==> src/hw/tmr_pkg.sv <==
//********************************************************************
// Shared definitions for the TMR group controller
// Redundancy mode encoding, register map and CTRL bit positions
//********************************************************************

`default_nettype none

package tmr_pkg;

  // Redundancy mode of the core group
  typedef enum logic [1:0] {
    NON_TMR    = 2'd0,
    TMR_RUN    = 2'd1,
    TMR_UNLOAD = 2'd2,
    TMR_RELOAD = 2'd3
  } tmr_mode_e;

  // Register bus widths
  parameter int unsigned RegAddrW = 4;
  parameter int unsigned RegDataW = 32;

  // Register map
  parameter logic [RegAddrW-1:0] ADDR_CTRL      = 4'h0;
  parameter logic [RegAddrW-1:0] ADDR_SP_STORE  = 4'h1;
  parameter logic [RegAddrW-1:0] ADDR_MISMATCH0 = 4'h2;
  parameter logic [RegAddrW-1:0] ADDR_MISMATCH1 = 4'h3;
  parameter logic [RegAddrW-1:0] ADDR_MISMATCH2 = 4'h4;
  parameter logic [RegAddrW-1:0] ADDR_STATUS    = 4'h5;

  // CTRL register fields
  parameter int unsigned CTRL_ENABLE_BIT         = 0;
  parameter int unsigned CTRL_SETBACK_BIT        = 1;
  parameter int unsigned CTRL_RELOAD_SETBACK_BIT = 2;
  parameter int unsigned CTRL_DELAY_RESYNCH_BIT  = 3;
  // Self-clearing, always reads as zero
  parameter int unsigned CTRL_FORCE_RESYNCH_BIT  = 4;

endpackage

`default_nettype wire

==> src/hw/tmr_ctrl.sv <==
//********************************************************************
// TMR mode state machine: run, unload, reload, independent
// Counter increments and setback pulse generation
//********************************************************************

`timescale 1ns/1ps
`default_nettype none

module tmr_ctrl import tmr_pkg::*; #(
  parameter bit TMRFixed = 1'b0
) (
  input  wire logic       clk_i,
  input  wire logic       rst_ni,
  // Configuration from the register block
  input  wire logic       enable_i,
  input  wire logic       setback_en_i,
  input  wire logic       reload_setback_i,
  input  wire logic       delay_resynch_i,
  input  wire logic       force_resynch_i,
  input  wire logic       sp_stored_i,
  input  wire logic       sp_clear_wr_i,
  // Voter status
  input  wire logic       mismatch_i,
  input  wire logic [2:0] lane_err_i,
  input  wire logic       fail_i,
  // Core group status
  input  wire logic       fetch_en_i,
  input  wire logic       cores_synch_i,
  // Control outputs
  output tmr_mode_e       mode_o,
  output logic            independent_o,
  output logic      [2:0] incr_o,
  output logic            setback_o
);

  localparam tmr_mode_e ResetMode = TMRFixed ? TMR_RUN : NON_TMR;

  tmr_mode_e mode_d, mode_q;
  logic      setback_d, setback_q;

  assign mode_o        = mode_q;
  assign setback_o     = setback_q;
  assign independent_o = mode_q == NON_TMR;

  always_comb begin
    mode_d    = mode_q;
    setback_d = 1'b0;
    incr_o    = 3'b000;

    case (mode_q)
      TMR_RUN: begin
        // Count the lanes that disagreed
        if (mismatch_i) begin
          incr_o = lane_err_i;
        end
        // Forced resynch behaves like a mismatch without counting
        if ((mismatch_i || force_resynch_i) && !delay_resynch_i) begin
          mode_d = TMR_UNLOAD;
        end
      end
      TMR_UNLOAD: begin
        // Cores have saved their state
        if (sp_stored_i) begin
          mode_d    = TMR_RELOAD;
          setback_d = setback_en_i;
        end
      end
      TMR_RELOAD: begin
        if (!sp_stored_i) begin
          mode_d = TMR_RUN;
        end else if ((mismatch_i || fail_i) && setback_en_i && reload_setback_i &&
                     !sp_clear_wr_i) begin
          // Error during restore, restart it
          setback_d = 1'b1;
        end
      end
      default: begin
        mode_d = mode_q;
      end
    endcase

    // Software mode control, only when redundancy is optional
    if (!TMRFixed) begin
      // Before fetch starts the mode just follows enable
      if (!fetch_en_i) begin
        mode_d = enable_i ? TMR_RUN : NON_TMR;
      end
      // Leave lockstep at any time
      if (mode_q == TMR_RUN && !enable_i) begin
        mode_d = NON_TMR;
      end
      // Enter lockstep once the cores report they are synchronized
      if (mode_q == NON_TMR && cores_synch_i && enable_i) begin
        mode_d = TMR_RUN;
      end
    end
  end

  always_ff @(posedge clk_i or negedge rst_ni) begin
    if (!rst_ni) begin
      mode_q    <= ResetMode;
      setback_q <= 1'b0;
    end else begin
      mode_q    <= mode_d;
      setback_q <= setback_d;
    end
  end

endmodule

`default_nettype wire

==> src/hw/tmr_group_top.sv <==
//********************************************************************
// TMR group top level
// Connects register block, mode controller and voter
//********************************************************************

`timescale 1ns/1ps
`default_nettype none

module tmr_group_top import tmr_pkg::*; #(
  parameter int unsigned DataWidth = 32,
  parameter int unsigned CntWidth  = 8,
  parameter int unsigned Credits   = 4,
  parameter bit          TMRFixed  = 1'b0
) (
  input  wire logic                 clk_i,
  input  wire logic                 rst_ni,
  // Register bus
  input  wire logic                 reg_valid_i,
  input  wire logic                 reg_write_i,
  input  wire logic [RegAddrW-1:0]  reg_addr_i,
  input  wire logic [RegDataW-1:0]  reg_wdata_i,
  output logic      [RegDataW-1:0]  reg_rdata_o,
  // Core lanes
  input  wire logic                 core_valid_i,
  input  wire logic [DataWidth-1:0] core0_data_i,
  input  wire logic [DataWidth-1:0] core1_data_i,
  input  wire logic [DataWidth-1:0] core2_data_i,
  output logic                      stall_o,
  // Voted output
  output logic                      out_valid_o,
  output logic      [DataWidth-1:0] out_data_o,
  input  wire logic                 credit_i,
  // Group control
  input  wire logic                 fetch_en_i,
  input  wire logic                 cores_synch_i,
  output logic                      setback_o,
  output tmr_mode_e                 mode_o,
  output logic                      independent_o
);

  logic       enable, setback_en, reload_setback, delay_resynch, force_resynch;
  logic       sp_stored, sp_clear_wr;
  logic       mismatch, fail;
  logic [2:0] lane_err, incr;

  tmr_regs #(
    .CntWidth (CntWidth)
  ) u_regs (
    .clk_i,
    .rst_ni,
    .reg_valid_i,
    .reg_write_i,
    .reg_addr_i,
    .reg_wdata_i,
    .reg_rdata_o,
    .incr_i           (incr),
    .mode_i           (mode_o),
    .enable_o         (enable),
    .setback_en_o     (setback_en),
    .reload_setback_o (reload_setback),
    .delay_resynch_o  (delay_resynch),
    .force_resynch_o  (force_resynch),
    .sp_stored_o      (sp_stored),
    .sp_clear_wr_o    (sp_clear_wr)
  );

  tmr_voter #(
    .DataWidth (DataWidth),
    .Credits   (Credits)
  ) u_voter (
    .clk_i,
    .rst_ni,
    .core_valid_i,
    .core0_data_i,
    .core1_data_i,
    .core2_data_i,
    .stall_o,
    .out_valid_o,
    .out_data_o,
    .credit_i,
    .independent_i (independent_o),
    .mismatch_o    (mismatch),
    .lane_err_o    (lane_err),
    .fail_o        (fail)
  );

  tmr_ctrl #(
    .TMRFixed (TMRFixed)
  ) u_ctrl (
    .clk_i,
    .rst_ni,
    .enable_i         (enable),
    .setback_en_i     (setback_en),
    .reload_setback_i (reload_setback),
    .delay_resynch_i  (delay_resynch),
    .force_resynch_i  (force_resynch),
    .sp_stored_i      (sp_stored),
    .sp_clear_wr_i    (sp_clear_wr),
    .mismatch_i       (mismatch),
    .lane_err_i       (lane_err),
    .fail_i           (fail),
    .fetch_en_i,
    .cores_synch_i,
    .mode_o,
    .independent_o,
    .incr_o           (incr),
    .setback_o
  );

endmodule

`default_nettype wire

==> src/hw/tmr_regs.sv <==
//********************************************************************
// TMR register block: CTRL bits, stack-pointer store word,
// saturating per-core mismatch counters and status readback
//********************************************************************

`timescale 1ns/1ps
`default_nettype none

module tmr_regs import tmr_pkg::*; #(
  parameter int unsigned CntWidth = 8
) (
  input  wire logic                clk_i,
  input  wire logic                rst_ni,
  // Register bus
  input  wire logic                reg_valid_i,
  input  wire logic                reg_write_i,
  input  wire logic [RegAddrW-1:0] reg_addr_i,
  input  wire logic [RegDataW-1:0] reg_wdata_i,
  output logic      [RegDataW-1:0] reg_rdata_o,
  // Hardware side
  input  wire logic [2:0]          incr_i,
  input  wire tmr_mode_e           mode_i,
  output logic                     enable_o,
  output logic                     setback_en_o,
  output logic                     reload_setback_o,
  output logic                     delay_resynch_o,
  output logic                     force_resynch_o,
  output logic                     sp_stored_o,
  output logic                     sp_clear_wr_o
);

  logic                wr_en, rd_en;
  logic                ctrl_wr, sp_wr;
  logic [2:0]          cnt_wr;
  logic [RegDataW-1:0] sp_q;
  logic [CntWidth-1:0] cnt_q [3];
  logic [RegDataW-1:0] rdata_d;

  // Bus is always ready, one access per valid cycle
  assign wr_en = reg_valid_i & reg_write_i;
  assign rd_en = reg_valid_i & ~reg_write_i;

  assign ctrl_wr   = wr_en && (reg_addr_i == ADDR_CTRL);
  assign sp_wr     = wr_en && (reg_addr_i == ADDR_SP_STORE);
  assign cnt_wr[0] = wr_en && (reg_addr_i == ADDR_MISMATCH0);
  assign cnt_wr[1] = wr_en && (reg_addr_i == ADDR_MISMATCH1);
  assign cnt_wr[2] = wr_en && (reg_addr_i == ADDR_MISMATCH2);

  // Saved state is present while the store word is nonzero
  assign sp_stored_o   = |sp_q;
  // Software signals restore done by writing zero
  assign sp_clear_wr_o = sp_wr && (reg_wdata_i == '0);

  // CTRL levels and the force pulse
  always_ff @(posedge clk_i or negedge rst_ni) begin
    if (!rst_ni) begin
      enable_o         <= 1'b0;
      setback_en_o     <= 1'b0;
      reload_setback_o <= 1'b0;
      delay_resynch_o  <= 1'b0;
      force_resynch_o  <= 1'b0;
      sp_q             <= '0;
    end else begin
      // Force lasts a single cycle after the write
      force_resynch_o <= ctrl_wr & reg_wdata_i[CTRL_FORCE_RESYNCH_BIT];
      if (ctrl_wr) begin
        enable_o         <= reg_wdata_i[CTRL_ENABLE_BIT];
        setback_en_o     <= reg_wdata_i[CTRL_SETBACK_BIT];
        reload_setback_o <= reg_wdata_i[CTRL_RELOAD_SETBACK_BIT];
        delay_resynch_o  <= reg_wdata_i[CTRL_DELAY_RESYNCH_BIT];
      end
      if (sp_wr) begin
        sp_q <= reg_wdata_i;
      end
    end
  end

  // Mismatch counters, a bus write of any value wins over an increment
  always_ff @(posedge clk_i or negedge rst_ni) begin
    if (!rst_ni) begin
      for (int k = 0; k < 3; k++) begin
        cnt_q[k] <= '0;
      end
    end else begin
      for (int k = 0; k < 3; k++) begin
        if (cnt_wr[k]) begin
          cnt_q[k] <= '0;
        end else if (incr_i[k] && (cnt_q[k] != '1)) begin
          // Saturate at all ones
          cnt_q[k] <= cnt_q[k] + 1'b1;
        end
      end
    end
  end

  // Read mux, unmapped addresses return zero
  always_comb begin
    rdata_d = '0;
    case (reg_addr_i)
      ADDR_CTRL: begin
        rdata_d[CTRL_ENABLE_BIT]         = enable_o;
        rdata_d[CTRL_SETBACK_BIT]        = setback_en_o;
        rdata_d[CTRL_RELOAD_SETBACK_BIT] = reload_setback_o;
        rdata_d[CTRL_DELAY_RESYNCH_BIT]  = delay_resynch_o;
      end
      ADDR_SP_STORE:  rdata_d = sp_q;
      ADDR_MISMATCH0: rdata_d = RegDataW'(cnt_q[0]);
      ADDR_MISMATCH1: rdata_d = RegDataW'(cnt_q[1]);
      ADDR_MISMATCH2: rdata_d = RegDataW'(cnt_q[2]);
      ADDR_STATUS:    rdata_d[1:0] = mode_i;
      default:        rdata_d = '0;
    endcase
  end

  // Read data is valid one cycle after the request
  always_ff @(posedge clk_i or negedge rst_ni) begin
    if (!rst_ni) begin
      reg_rdata_o <= '0;
    end else if (rd_en) begin
      reg_rdata_o <= rdata_d;
    end
  end

endmodule

`default_nettype wire

==> src/hw/tmr_voter.sv <==
//********************************************************************
// Three-lane majority voter with per-lane mismatch flags,
// output credit counter and upstream stall
//********************************************************************

`timescale 1ns/1ps
`default_nettype none

module tmr_voter #(
  parameter int unsigned DataWidth = 32,
  parameter int unsigned Credits   = 4
) (
  input  wire logic                 clk_i,
  input  wire logic                 rst_ni,
  // Core lanes
  input  wire logic                 core_valid_i,
  input  wire logic [DataWidth-1:0] core0_data_i,
  input  wire logic [DataWidth-1:0] core1_data_i,
  input  wire logic [DataWidth-1:0] core2_data_i,
  output logic                      stall_o,
  // Voted output port
  output logic                      out_valid_o,
  output logic      [DataWidth-1:0] out_data_o,
  input  wire logic                 credit_i,
  // Mode and error reporting
  input  wire logic                 independent_i,
  output logic                      mismatch_o,
  output logic      [2:0]           lane_err_o,
  output logic                      fail_o
);

  localparam int unsigned CredW = $clog2(Credits + 1);

  logic                 accept;
  logic [DataWidth-1:0] majority;
  logic [2:0]           lane_diff;
  logic                 all_differ;
  logic [CredW-1:0]     credit_q;

  // Bitwise two-of-three vote
  assign majority = (core0_data_i & core1_data_i) |
                    (core0_data_i & core2_data_i) |
                    (core1_data_i & core2_data_i);

  assign lane_diff[0] = core0_data_i != majority;
  assign lane_diff[1] = core1_data_i != majority;
  assign lane_diff[2] = core2_data_i != majority;

  // No two lanes agree, vote is meaningless
  assign all_differ = (core0_data_i != core1_data_i) &&
                      (core0_data_i != core2_data_i) &&
                      (core1_data_i != core2_data_i);

  // Cores hold their lanes while no credit is left
  assign stall_o = credit_q == '0;
  assign accept  = core_valid_i & ~stall_o;

  // Credit count, accept and return may coincide
  always_ff @(posedge clk_i or negedge rst_ni) begin
    if (!rst_ni) begin
      credit_q <= CredW'(Credits);
    end else begin
      case ({accept, credit_i})
        2'b10:   credit_q <= credit_q - 1'b1;
        2'b01:   credit_q <= credit_q + 1'b1;
        default: credit_q <= credit_q;
      endcase
    end
  end

  // Output stage, one cycle after acceptance
  always_ff @(posedge clk_i or negedge rst_ni) begin
    if (!rst_ni) begin
      out_valid_o <= 1'b0;
      mismatch_o  <= 1'b0;
      lane_err_o  <= '0;
      fail_o      <= 1'b0;
    end else begin
      out_valid_o <= accept;
      // Flags only in TMR mode and only with a beat
      mismatch_o  <= accept & ~independent_i & (|lane_diff);
      lane_err_o  <= (accept & ~independent_i) ? lane_diff : 3'b000;
      fail_o      <= accept & ~independent_i & all_differ;
    end
  end

  // Payload register
  always_ff @(posedge clk_i) begin
    if (accept) begin
      // Lane 0 in independent mode or on failure
      out_data_o <= (independent_i || all_differ) ? core0_data_i : majority;
    end
  end

endmodule

`default_nettype wire

==> config.mk <==
export PLATFORM = sky130hd
export DESIGN_NAME = tmr_group_top
export DESIGN_NICKNAME = d
export VERILOG_FILES = /design/src/hw/tmr_pkg.sv /design/src/hw/tmr_ctrl.sv /design/src/hw/tmr_group_top.sv /design/src/hw/tmr_regs.sv /design/src/hw/tmr_voter.sv
export SDC_FILE = /design/constraint.sdc
export NUM_CORES = 1
export LEC_CHECK = 0
export ABC_AREA = 1
export ABC_CLOCK_PERIOD_IN_PS = 4700
export BUFFER_PORTS_ARGS = -buffer_cell sky130_fd_sc_hd__buf_4
export CAP_MARGIN = 20
export CORE_ASPECT_RATIO = 1.25
export CORE_UTILIZATION = 43
export CTS_CLUSTER_DIAMETER = 100
export DETAILED_ROUTE_END_ITERATION = 16
export PLACE_DENSITY = 0.76
export SLEW_MARGIN = 40
export SYNTH_ARGS = -nofsm -noshare
export SYNTH_HDL_FRONTEND = slang
export SYNTH_SLANG_ARGS = --single-unit
==> constraint.sdc <==
create_clock -name clk_i -period 4.7 [get_ports clk_i]
set_input_delay 1.41 -clock clk_i [delete_from_list [all_inputs] [get_ports clk_i]]
set_output_delay 1.41 -clock clk_i [all_outputs]
set_load 0.02 [all_outputs]
==> results of run 1 <==
## worst max-delay path by stage
stage,startpoint,to,slack [ns],cells after the start
after floorplan,core_valid_i,u_voter.credit_q[1]$_DFFE_PN0P_,0.50,7
after global placement,core0_data_i[25],u_voter.out_data_o[26]$_DFFE_PP_,1.18,10
after detailed placement,core0_data_i[25],u_voter.out_data_o[13]$_DFFE_PP_,1.11,10
after CTS,u_voter.credit_q[0]$_DFFE_PN0P_,stall_o,1.56,2
after global routing,u_voter.credit_q[0]$_DFFE_PN0P_,stall_o,1.47,2
final,core0_data_i[25],u_voter.out_data_o[29]$_DFFE_PP_,1.54,10
## cell type report
cell class | count | area (µm²) | share of cell area
flip-flops and latches | 137 | 3590 | 0.282
clock buffers | 17 | 425 | 0.0335
well taps | 288 | 360 | 0.0284
inverters | 202 | 758 | 0.0597
multi-input cells | 1073 | 5780 | 0.454
clock inverters | 15 | 171 | 0.0135
repair buffers | 217 | 1630 | 0.128
## cell usage after synthesis (2+ instances only)
| cell type | number | share of area |
|---|---|---|
| nand2_1 | 448 | 0.16 |
| nand2_4 | 4 | 0.0044 |
| buf_2 | 8 | 0.0039 |
| nand2_2 | 4 | 0.0024 |
| edfxtp_1 | 32 | 0.093 |
| o31ai_1 | 2 | 0.0015 |
| nand3_2 | 4 | 0.0039 |
| o22ai_1 | 3 | 0.0018 |
| nor2_4 | 5 | 0.0055 |
| nand4_1 | 54 | 0.033 |
| inv_1 | 195 | 0.071 |
| a21oi_1 | 18 | 0.0088 |
| nand3_1 | 111 | 0.054 |
| xnor2_1 | 3 | 0.0026 |
| ha_1 | 100 | 0.12 |
| nor3_1 | 7 | 0.0034 |
| nor2_1 | 139 | 0.051 |
| o2111ai_1 | 6 | 0.0051 |
| buf_6 | 7 | 0.0077 |
| o21ai_0 | 79 | 0.038 |
| nand3b_1 | 29 | 0.021 |
| o21ai_1 | 27 | 0.013 |
| mux2_2 | 4 | 0.0044 |
| nor4_1 | 14 | 0.0085 |
| xor2_1 | 4 | 0.0034 |
| inv_2 | 7 | 0.0026 |
| clkbuf_1 | 10 | 0.0037 |
| dfrtp_1 | 104 | 0.25 |
## power breakdown
part,switching (mW),internal [mW],total (mW)
Combinational,0.801,0.477,1.28
Sequential,0.185,1.45,1.64
Clock,0.616,0.762,1.38
Total,1.60,2.69,4.29
## sequential cells by signal (all words and copies together), names as in the netlist
name                     cells
u_regs.delay_resynch_o       1
u_voter.lane_err_o           3
u_regs.cnt_q                24
u_ctrl.setback_o             1
u_regs.reload_setback_o      1
u_regs.enable_o              1
u_voter.mismatch_o           1
u_voter.out_data_o          32
u_voter.fail_o               1
u_regs.reg_rdata_o          32
u_voter.out_valid_o          1
u_regs.setback_en_o          1
u_voter.credit_q             3
u_ctrl.mode_o                2
u_regs.force_resynch_o       1
u_regs.sp_q                 32
## cells in the final DEF, fill, tap and decap left out, types with 2 or more instances in the layout
master / synthesis / final
inv_8: 0 / 5
nand4_1: 54 / 54
o31ai_1: 2 / 2
o21ai_1: 27 / 27
xnor2_1: 3 / 3
nand2_2: 4 / 4
buf_4: 1 / 217
inv_1: 195 / 195
inv_6: 0 / 7
edfxtp_1: 32 / 32
nand2_1: 448 / 448
nand3_1: 111 / 111
nor2_4: 5 / 6
nor3_1: 7 / 7
nor2_2: 1 / 2
ha_1: 100 / 100
mux2_2: 4 / 4
inv_2: 7 / 7
clkbuf_16: 0 / 17
nor4_1: 14 / 14
o22ai_1: 3 / 3
xor2_1: 4 / 4
dfrtp_1: 104 / 104
o21ai_0: 79 / 79
nor2_1: 139 / 137
a21oi_1: 18 / 18
nand3b_1: 29 / 29
o2111ai_1: 6 / 6
nand3_2: 4 / 4
nand2_4: 4 / 4
## kinds of logic (layout without fill, tap and decap cells)
family | count (synthesis) | count (layout) | share of synthesized area
xor+xnor | 7 | 7 | 0.00596
mux | 4 | 4 | 0.00438
flops | 137 | 137 | 0.349
compound gates | 137 | 137 | 0.0703
simple gates | 824 | 824 | 0.356
buf+inv | 229 | 451 | 0.0902
fa+ha+maj | 101 | 101 | 0.124
## metrics by stage
stage	instances	hold WS [ns]	total power [mW]
6_report	1949	0.490	4.29
5_1_grt	1949	0.516	4.55
4_1_cts	1949	0.495	4.31
3_5_place_dp	1917	0.486	2.93
3_3_place_gp	1917	0.475	2.89
2_1_floorplan	1439	0.453	2.39
## layer usage
metal,up-vias,GRT usage
met1,4663,0.270
met2,347,0.427
met4,0,0.109
li1,5156,-
met3,67,0.0595
met5,-,0
==> results.md, run 1 <==
* Chip Height at 175 µm
* CTS tree: done
* Slowest stage delay, CP at 0.38 ns
* Status: finished clean
* Routed WL at 28700 µm
* Register area share after synthesis at 0.349
* Max Cap Viol at 0
* Global placer's final weighted congestion at 0.897
* Vias in the first global route at 9678
* CP Max Fanout at 33
* Drt wl/cell at 14.7 µm
* Layout cells sized above 1 at 0.171
* Longest Clk Path Bufs at 2
* Final min period at 3.16 ns
* DRC viols at 0
* CTS sink cnt at 137
* Fillers at 2201
* Metal2 WL at 14300 µm
* Setup crit start kind: primary input
* Post-Place Worst Slack at 1.11 ns
* Area delta synth->final at 23.6%
* Hold WC Path Type: flop to flop
* Top sig layer: met4
* Die Wd at 140 µm
* Worst-Skew Late Latency at 0.44 ns
* Vias at 10.2k
* WP data required at 5.00 ns
* Asr flop ratio synth at 0.766
* Rows at 62
* TritonCTS Buffers at 17
* CTS root buf: clkbuf_16
* Initial antenna violation count at 0
* CTS H-tree depth at 4
* Number of hold buffers added after CTS at 0
* Syn nets at 1680
* Final setup TNS at 0 ns
* Number of port buffers at 209
* Syn Area/Cell at 7.15 µm²
* DP HPWL at 22600 µm
* Metal3 WL at 2110 µm
* Largest net degree at the start of global routing at 56
* Fmax achieved at 0.316 GHz
* Final Core Density at 0.548
* Critical hold path startpoint: u_voter.credit_q[2]$_DFFE_PN1P_
* Starting density of the core at 0.443
* Hold Fails Final Rpt at 0
* Crit path arrival time at 3.46 ns
* Cell variety after synth at 39
* Post CTS Setup Buffer Count at 0
* Critical path class: primary input to flop
* Final worst slack at 1.54 ns
* CP dominant cell by count: nand2_1
* R2R depth at 10
* Hold Path Cell Cnt at 1
* LEAKAGE at 6.77 nW
* YS warnings at 0
* Number of enable flip-flop cells after synthesis at 32
* Met1 WL at 11300 µm
* Mapped cell area at 0.0103 mm²
* Drt pass-1 iters at 5
* CP max stage cell: buf_4
* Final Instance Area at 0.0127 mm²
* Final Skew at 0.00868 ns
* Critical R2R Launch: u_voter.credit_q[0]$_DFFE_PN0P_
* # diodes at 0
* CP Cell Sequence: buf_4 -> ha_1 -> nor4_1 -> nand2_1 -> nor2_1 -> nand2_1 -> nand3_4 -> buf_4 -> nand3_1 -> nand2_1
* CP bufs+invs at 2
* Final period util at 0.673
* Hold Crit Endpoint: u_voter.credit_q[2]$_DFFE_PN1P_
* Number of DRC markers after the initial detailed-route iteration at 583
* First-pass GRT wire length at 46500 µm
* PostCTS Resize Cnt at 0
* Top FF cell, synth: dfrtp_1
* DIE AREA at 0.0245 mm²
* Post-DP Area at 0.0121 mm²
* Synthesized instance count at 1439
* Slew HR at 0.462
* Reg2Reg Capture Point: u_voter.credit_q[2]$_DFFE_PN1P_
* IO Pins at 210
* Core area at 0.0232 mm²
* Peak supply drop at 0.221 mV
* Setup violators final at 0
* Clock transition at the registers of the reported paths at 0.06 ns
* Final Slew Violations at 0
* Worst Tran Pin Value at 0.806 ns
* Reg2Reg Setup Slack at 2.10 ns
* Fin nets at 1889
* Synth Register Bits at 137
* Tot GR Track Use at 0.240
* PD cells at 338 mW/mm²
* Remaining Overflow, GRT at 0
* RSZ-0062 raised after global routing: no
* Via-to-Cell Ratio at 5.25
* Cell family with the largest share of critical-path delay: simple AND/OR/NAND/NOR gates
* ANT nets after route at 0
* Crit. End Element: flop
Note: power is estimated with default switching activity, not from simulation.
==> run 2, diff against run 1 <==
Settings changed: ABC_CLOCK_PERIOD_IN_PS 4700 to 3150.
Clock period 4.7 ns to 3.15 ns, I/O delays scaled along.
==> results.md, run 2 (synthesized netlist as in run 1, its figures left out) <==
* Crit. End Element: output pin
* IO Pins at 210 (unchanged)
* Worst Tran Pin Value at 0.758 ns (-0.0476 ns)
* PD cells at 493 mW/mm² (+46%)
* Post CTS Setup Buffer Count at 0 (unchanged)
* Number of port buffers at 209 (unchanged)
* CP bufs+invs at 1 (-1)
* Vias in the first global route at 9759 (+0.84%)
* Register Area at 0.00359 mm² (unchanged)
* Status: finished clean
* Crit path arrival time at 1.71 ns (-1.75 ns)
* RSZ-0062 raised after global routing: no
* Die Wd at 140 µm (unchanged)
* First-pass GRT wire length at 45500 µm (-2.1%)
* WP data required at 2.20 ns (-2.80 ns)
* Setup crit start kind: flop
* Remaining Overflow, GRT at 0 (unchanged)
* Initial antenna violation count at 0 (unchanged)
* Final Instance Area at 0.0128 mm² (+0.47%)
* DRC viols at 0 (unchanged)
* Fmax achieved at 0.377 GHz
* Peak supply drop at 0.316 mV (+43%)
* PostCTS Resize Cnt at 0 (unchanged)
* DIE AREA at 0.0245 mm² (unchanged)
* ANT nets after route at 0 (unchanged)
* Final setup TNS at 0 ns (unchanged)
* Largest net degree at the start of global routing at 51 (-8.9%)
* Final Slew Violations at 0 (unchanged)
* Drt pass-1 iters at 8 (+3)
* Non-Filler Instances at 1957 (+0.41%)
* Number of DRC markers after the initial detailed-route iteration at 627 (+7.5%)
* DP HPWL at 22700 µm (+0.60%)
* Longest Clk Path Bufs at 2 (unchanged)
* Area delta synth->final at 24.2%
* Number of hold buffers added after CTS at 0 (unchanged)
* CP Max Fanout at 3 (-91%)
* TritonCTS Buffers at 17 (unchanged)
* Critical path class: flop to output pin
* Global placer's final weighted congestion at 0.913 (+1.7%)
* Post-DP Area at 0.0122 mm² (+0.70%)
* Layout cells sized above 1 at 0.175 (+0.00397)
* Placed Cells at 1925 (+0.42%)
* Clock transition at the registers of the reported paths at 0.06 ns (about the same)
* Setup violators final at 0 (unchanged)
* Vias at 10.1k (-1.1%)
* CTS root buf: clkbuf_16
* Worst-Skew Late Latency at 0.44 ns (about the same)
* Final Skew at 0.0113 ns (+0.00261 ns)
* Drt wl/cell at 14.5 µm (-1.6%)
* Final min period at 2.65 ns
* Area of the multi-input gates at 0.00578 mm² (unchanged)
* CP Cell Sequence: nor3_1 -> buf_4
* Rows at 62 (unchanged)
* CTS sink cnt at 137 (unchanged)
* Hold Fails Final Rpt at 0 (unchanged)
* Final period util at 0.842
* Starting density of the core at 0.443 (unchanged)
* Cell family with the largest share of critical-path delay: simple AND/OR/NAND/NOR gates
* Slowest stage delay, CP at 0.58 ns (+0.20 ns)
* # diodes at 0 (unchanged)
* Chip Height at 175 µm (unchanged)
* Commonest non-fill, non-tap cell in the layout: nand2_1
* Slew HR at 0.494 (+0.0316)
* CP max stage cell: nor3_1
* CTS H-tree depth at 4 (unchanged)
* Commonest non-fill, non-tap cells in the layout: nand2_1 (448), buf_4 (223), inv_1 (195), nor2_1 (137), nand3_1 (111)
* Top flop regs: u_regs.reg_rdata_o (32), u_regs.sp_q (32), u_voter.out_data_o (32)
* Crit. Startpoint: u_voter.credit_q[0]$_DFFE_PN0P_
* Fillers at 2186 (-0.68%)
* Tot GR Track Use at 0.236 (-0.00482)
* Critical R2R Launch: u_voter.credit_q[0]$_DFFE_PN0P_
* Routed WL at 28400 µm (-1.2%)
* Max Cap Viol at 0 (unchanged)
* Core area at 0.0232 mm² (unchanged)
* CTS tree: done
* Hold WC Path Type: primary input to asynchronous set/reset pin
* Via-to-Cell Ratio at 5.17 (-1.5%)
* LEAKAGE at 6.81 nW (+0.56%)
* Fin nets at 1897 (+0.42%)
-- run 2: cell count changes in the layout (fill, tap and decap cells not counted), sizes merged --
cell and change:
buf +8, bufinv -1, clkinv -1, clkinvlp +1, inv +1
-- run 2: worst paths after layout --
path,slack [ns],cells past startpoint,end
hold reg to reg,0.49,2,u_regs.reload_setback_o$_DFFE_PN0P_
hold / removal,0.43,1,u_regs.cnt_q[3]$_DFFE_PN0P_
min in group clk_i,0.49,2,u_regs.reload_setback_o$_DFFE_PN0P_
setup reg to reg,0.84,9,u_voter.credit_q[2]$_DFFE_PN1P_
max in group asynchronous,1.99,2,u_regs.sp_q[9]$_DFFE_PN0P_
setup / recovery,0.50,2,stall_o
-- run 2: area by class of cell --
cell class / instances / share of cell area
well taps: 288 / 0.0282
clock buffers: 17 / 0.0333
flip-flops and latches: 137 / 0.281
repair buffers: 225 / 0.134
inverters: 202 / 0.0594
multi-input cells: 1073 / 0.452
clock inverters: 15 / 0.0115
-- run 2: per-layer routing --
| metal | global-route usage | part of all wire |
|---|---|---|
| met5 | 0 | 0 |
| met4 | 0.112 | 0.039 |
| met3 | 0.0630 | 0.066 |
| met2 | 0.426 | 0.50 |
| met1 | 0.254 | 0.40 |
-- run 2: through the flow --
step | power (mW) | util | hold slack (ns) | setup WS (ns)
6_report | 6.30 | 0.551 | 0.431 | 0.498
3_5_place_dp | 4.36 | 0.526 | 0.480 | 0.135
5_1_grt | 6.68 | 0.551 | 0.455 | 0.438
2_1_floorplan | 3.57 | - | 0.453 | 0.00752
3_3_place_gp | 4.30 | 0.526 | 0.476 | 0.179
4_1_cts | 6.33 | 0.551 | 0.436 | 0.482
-- run 2: where the power goes --
part	switching (mW)	internal, mW	total (mW)
sequential	0.273	2.17	2.44
combinational	1.18	0.715	1.89
clock	0.907	1.06	1.96
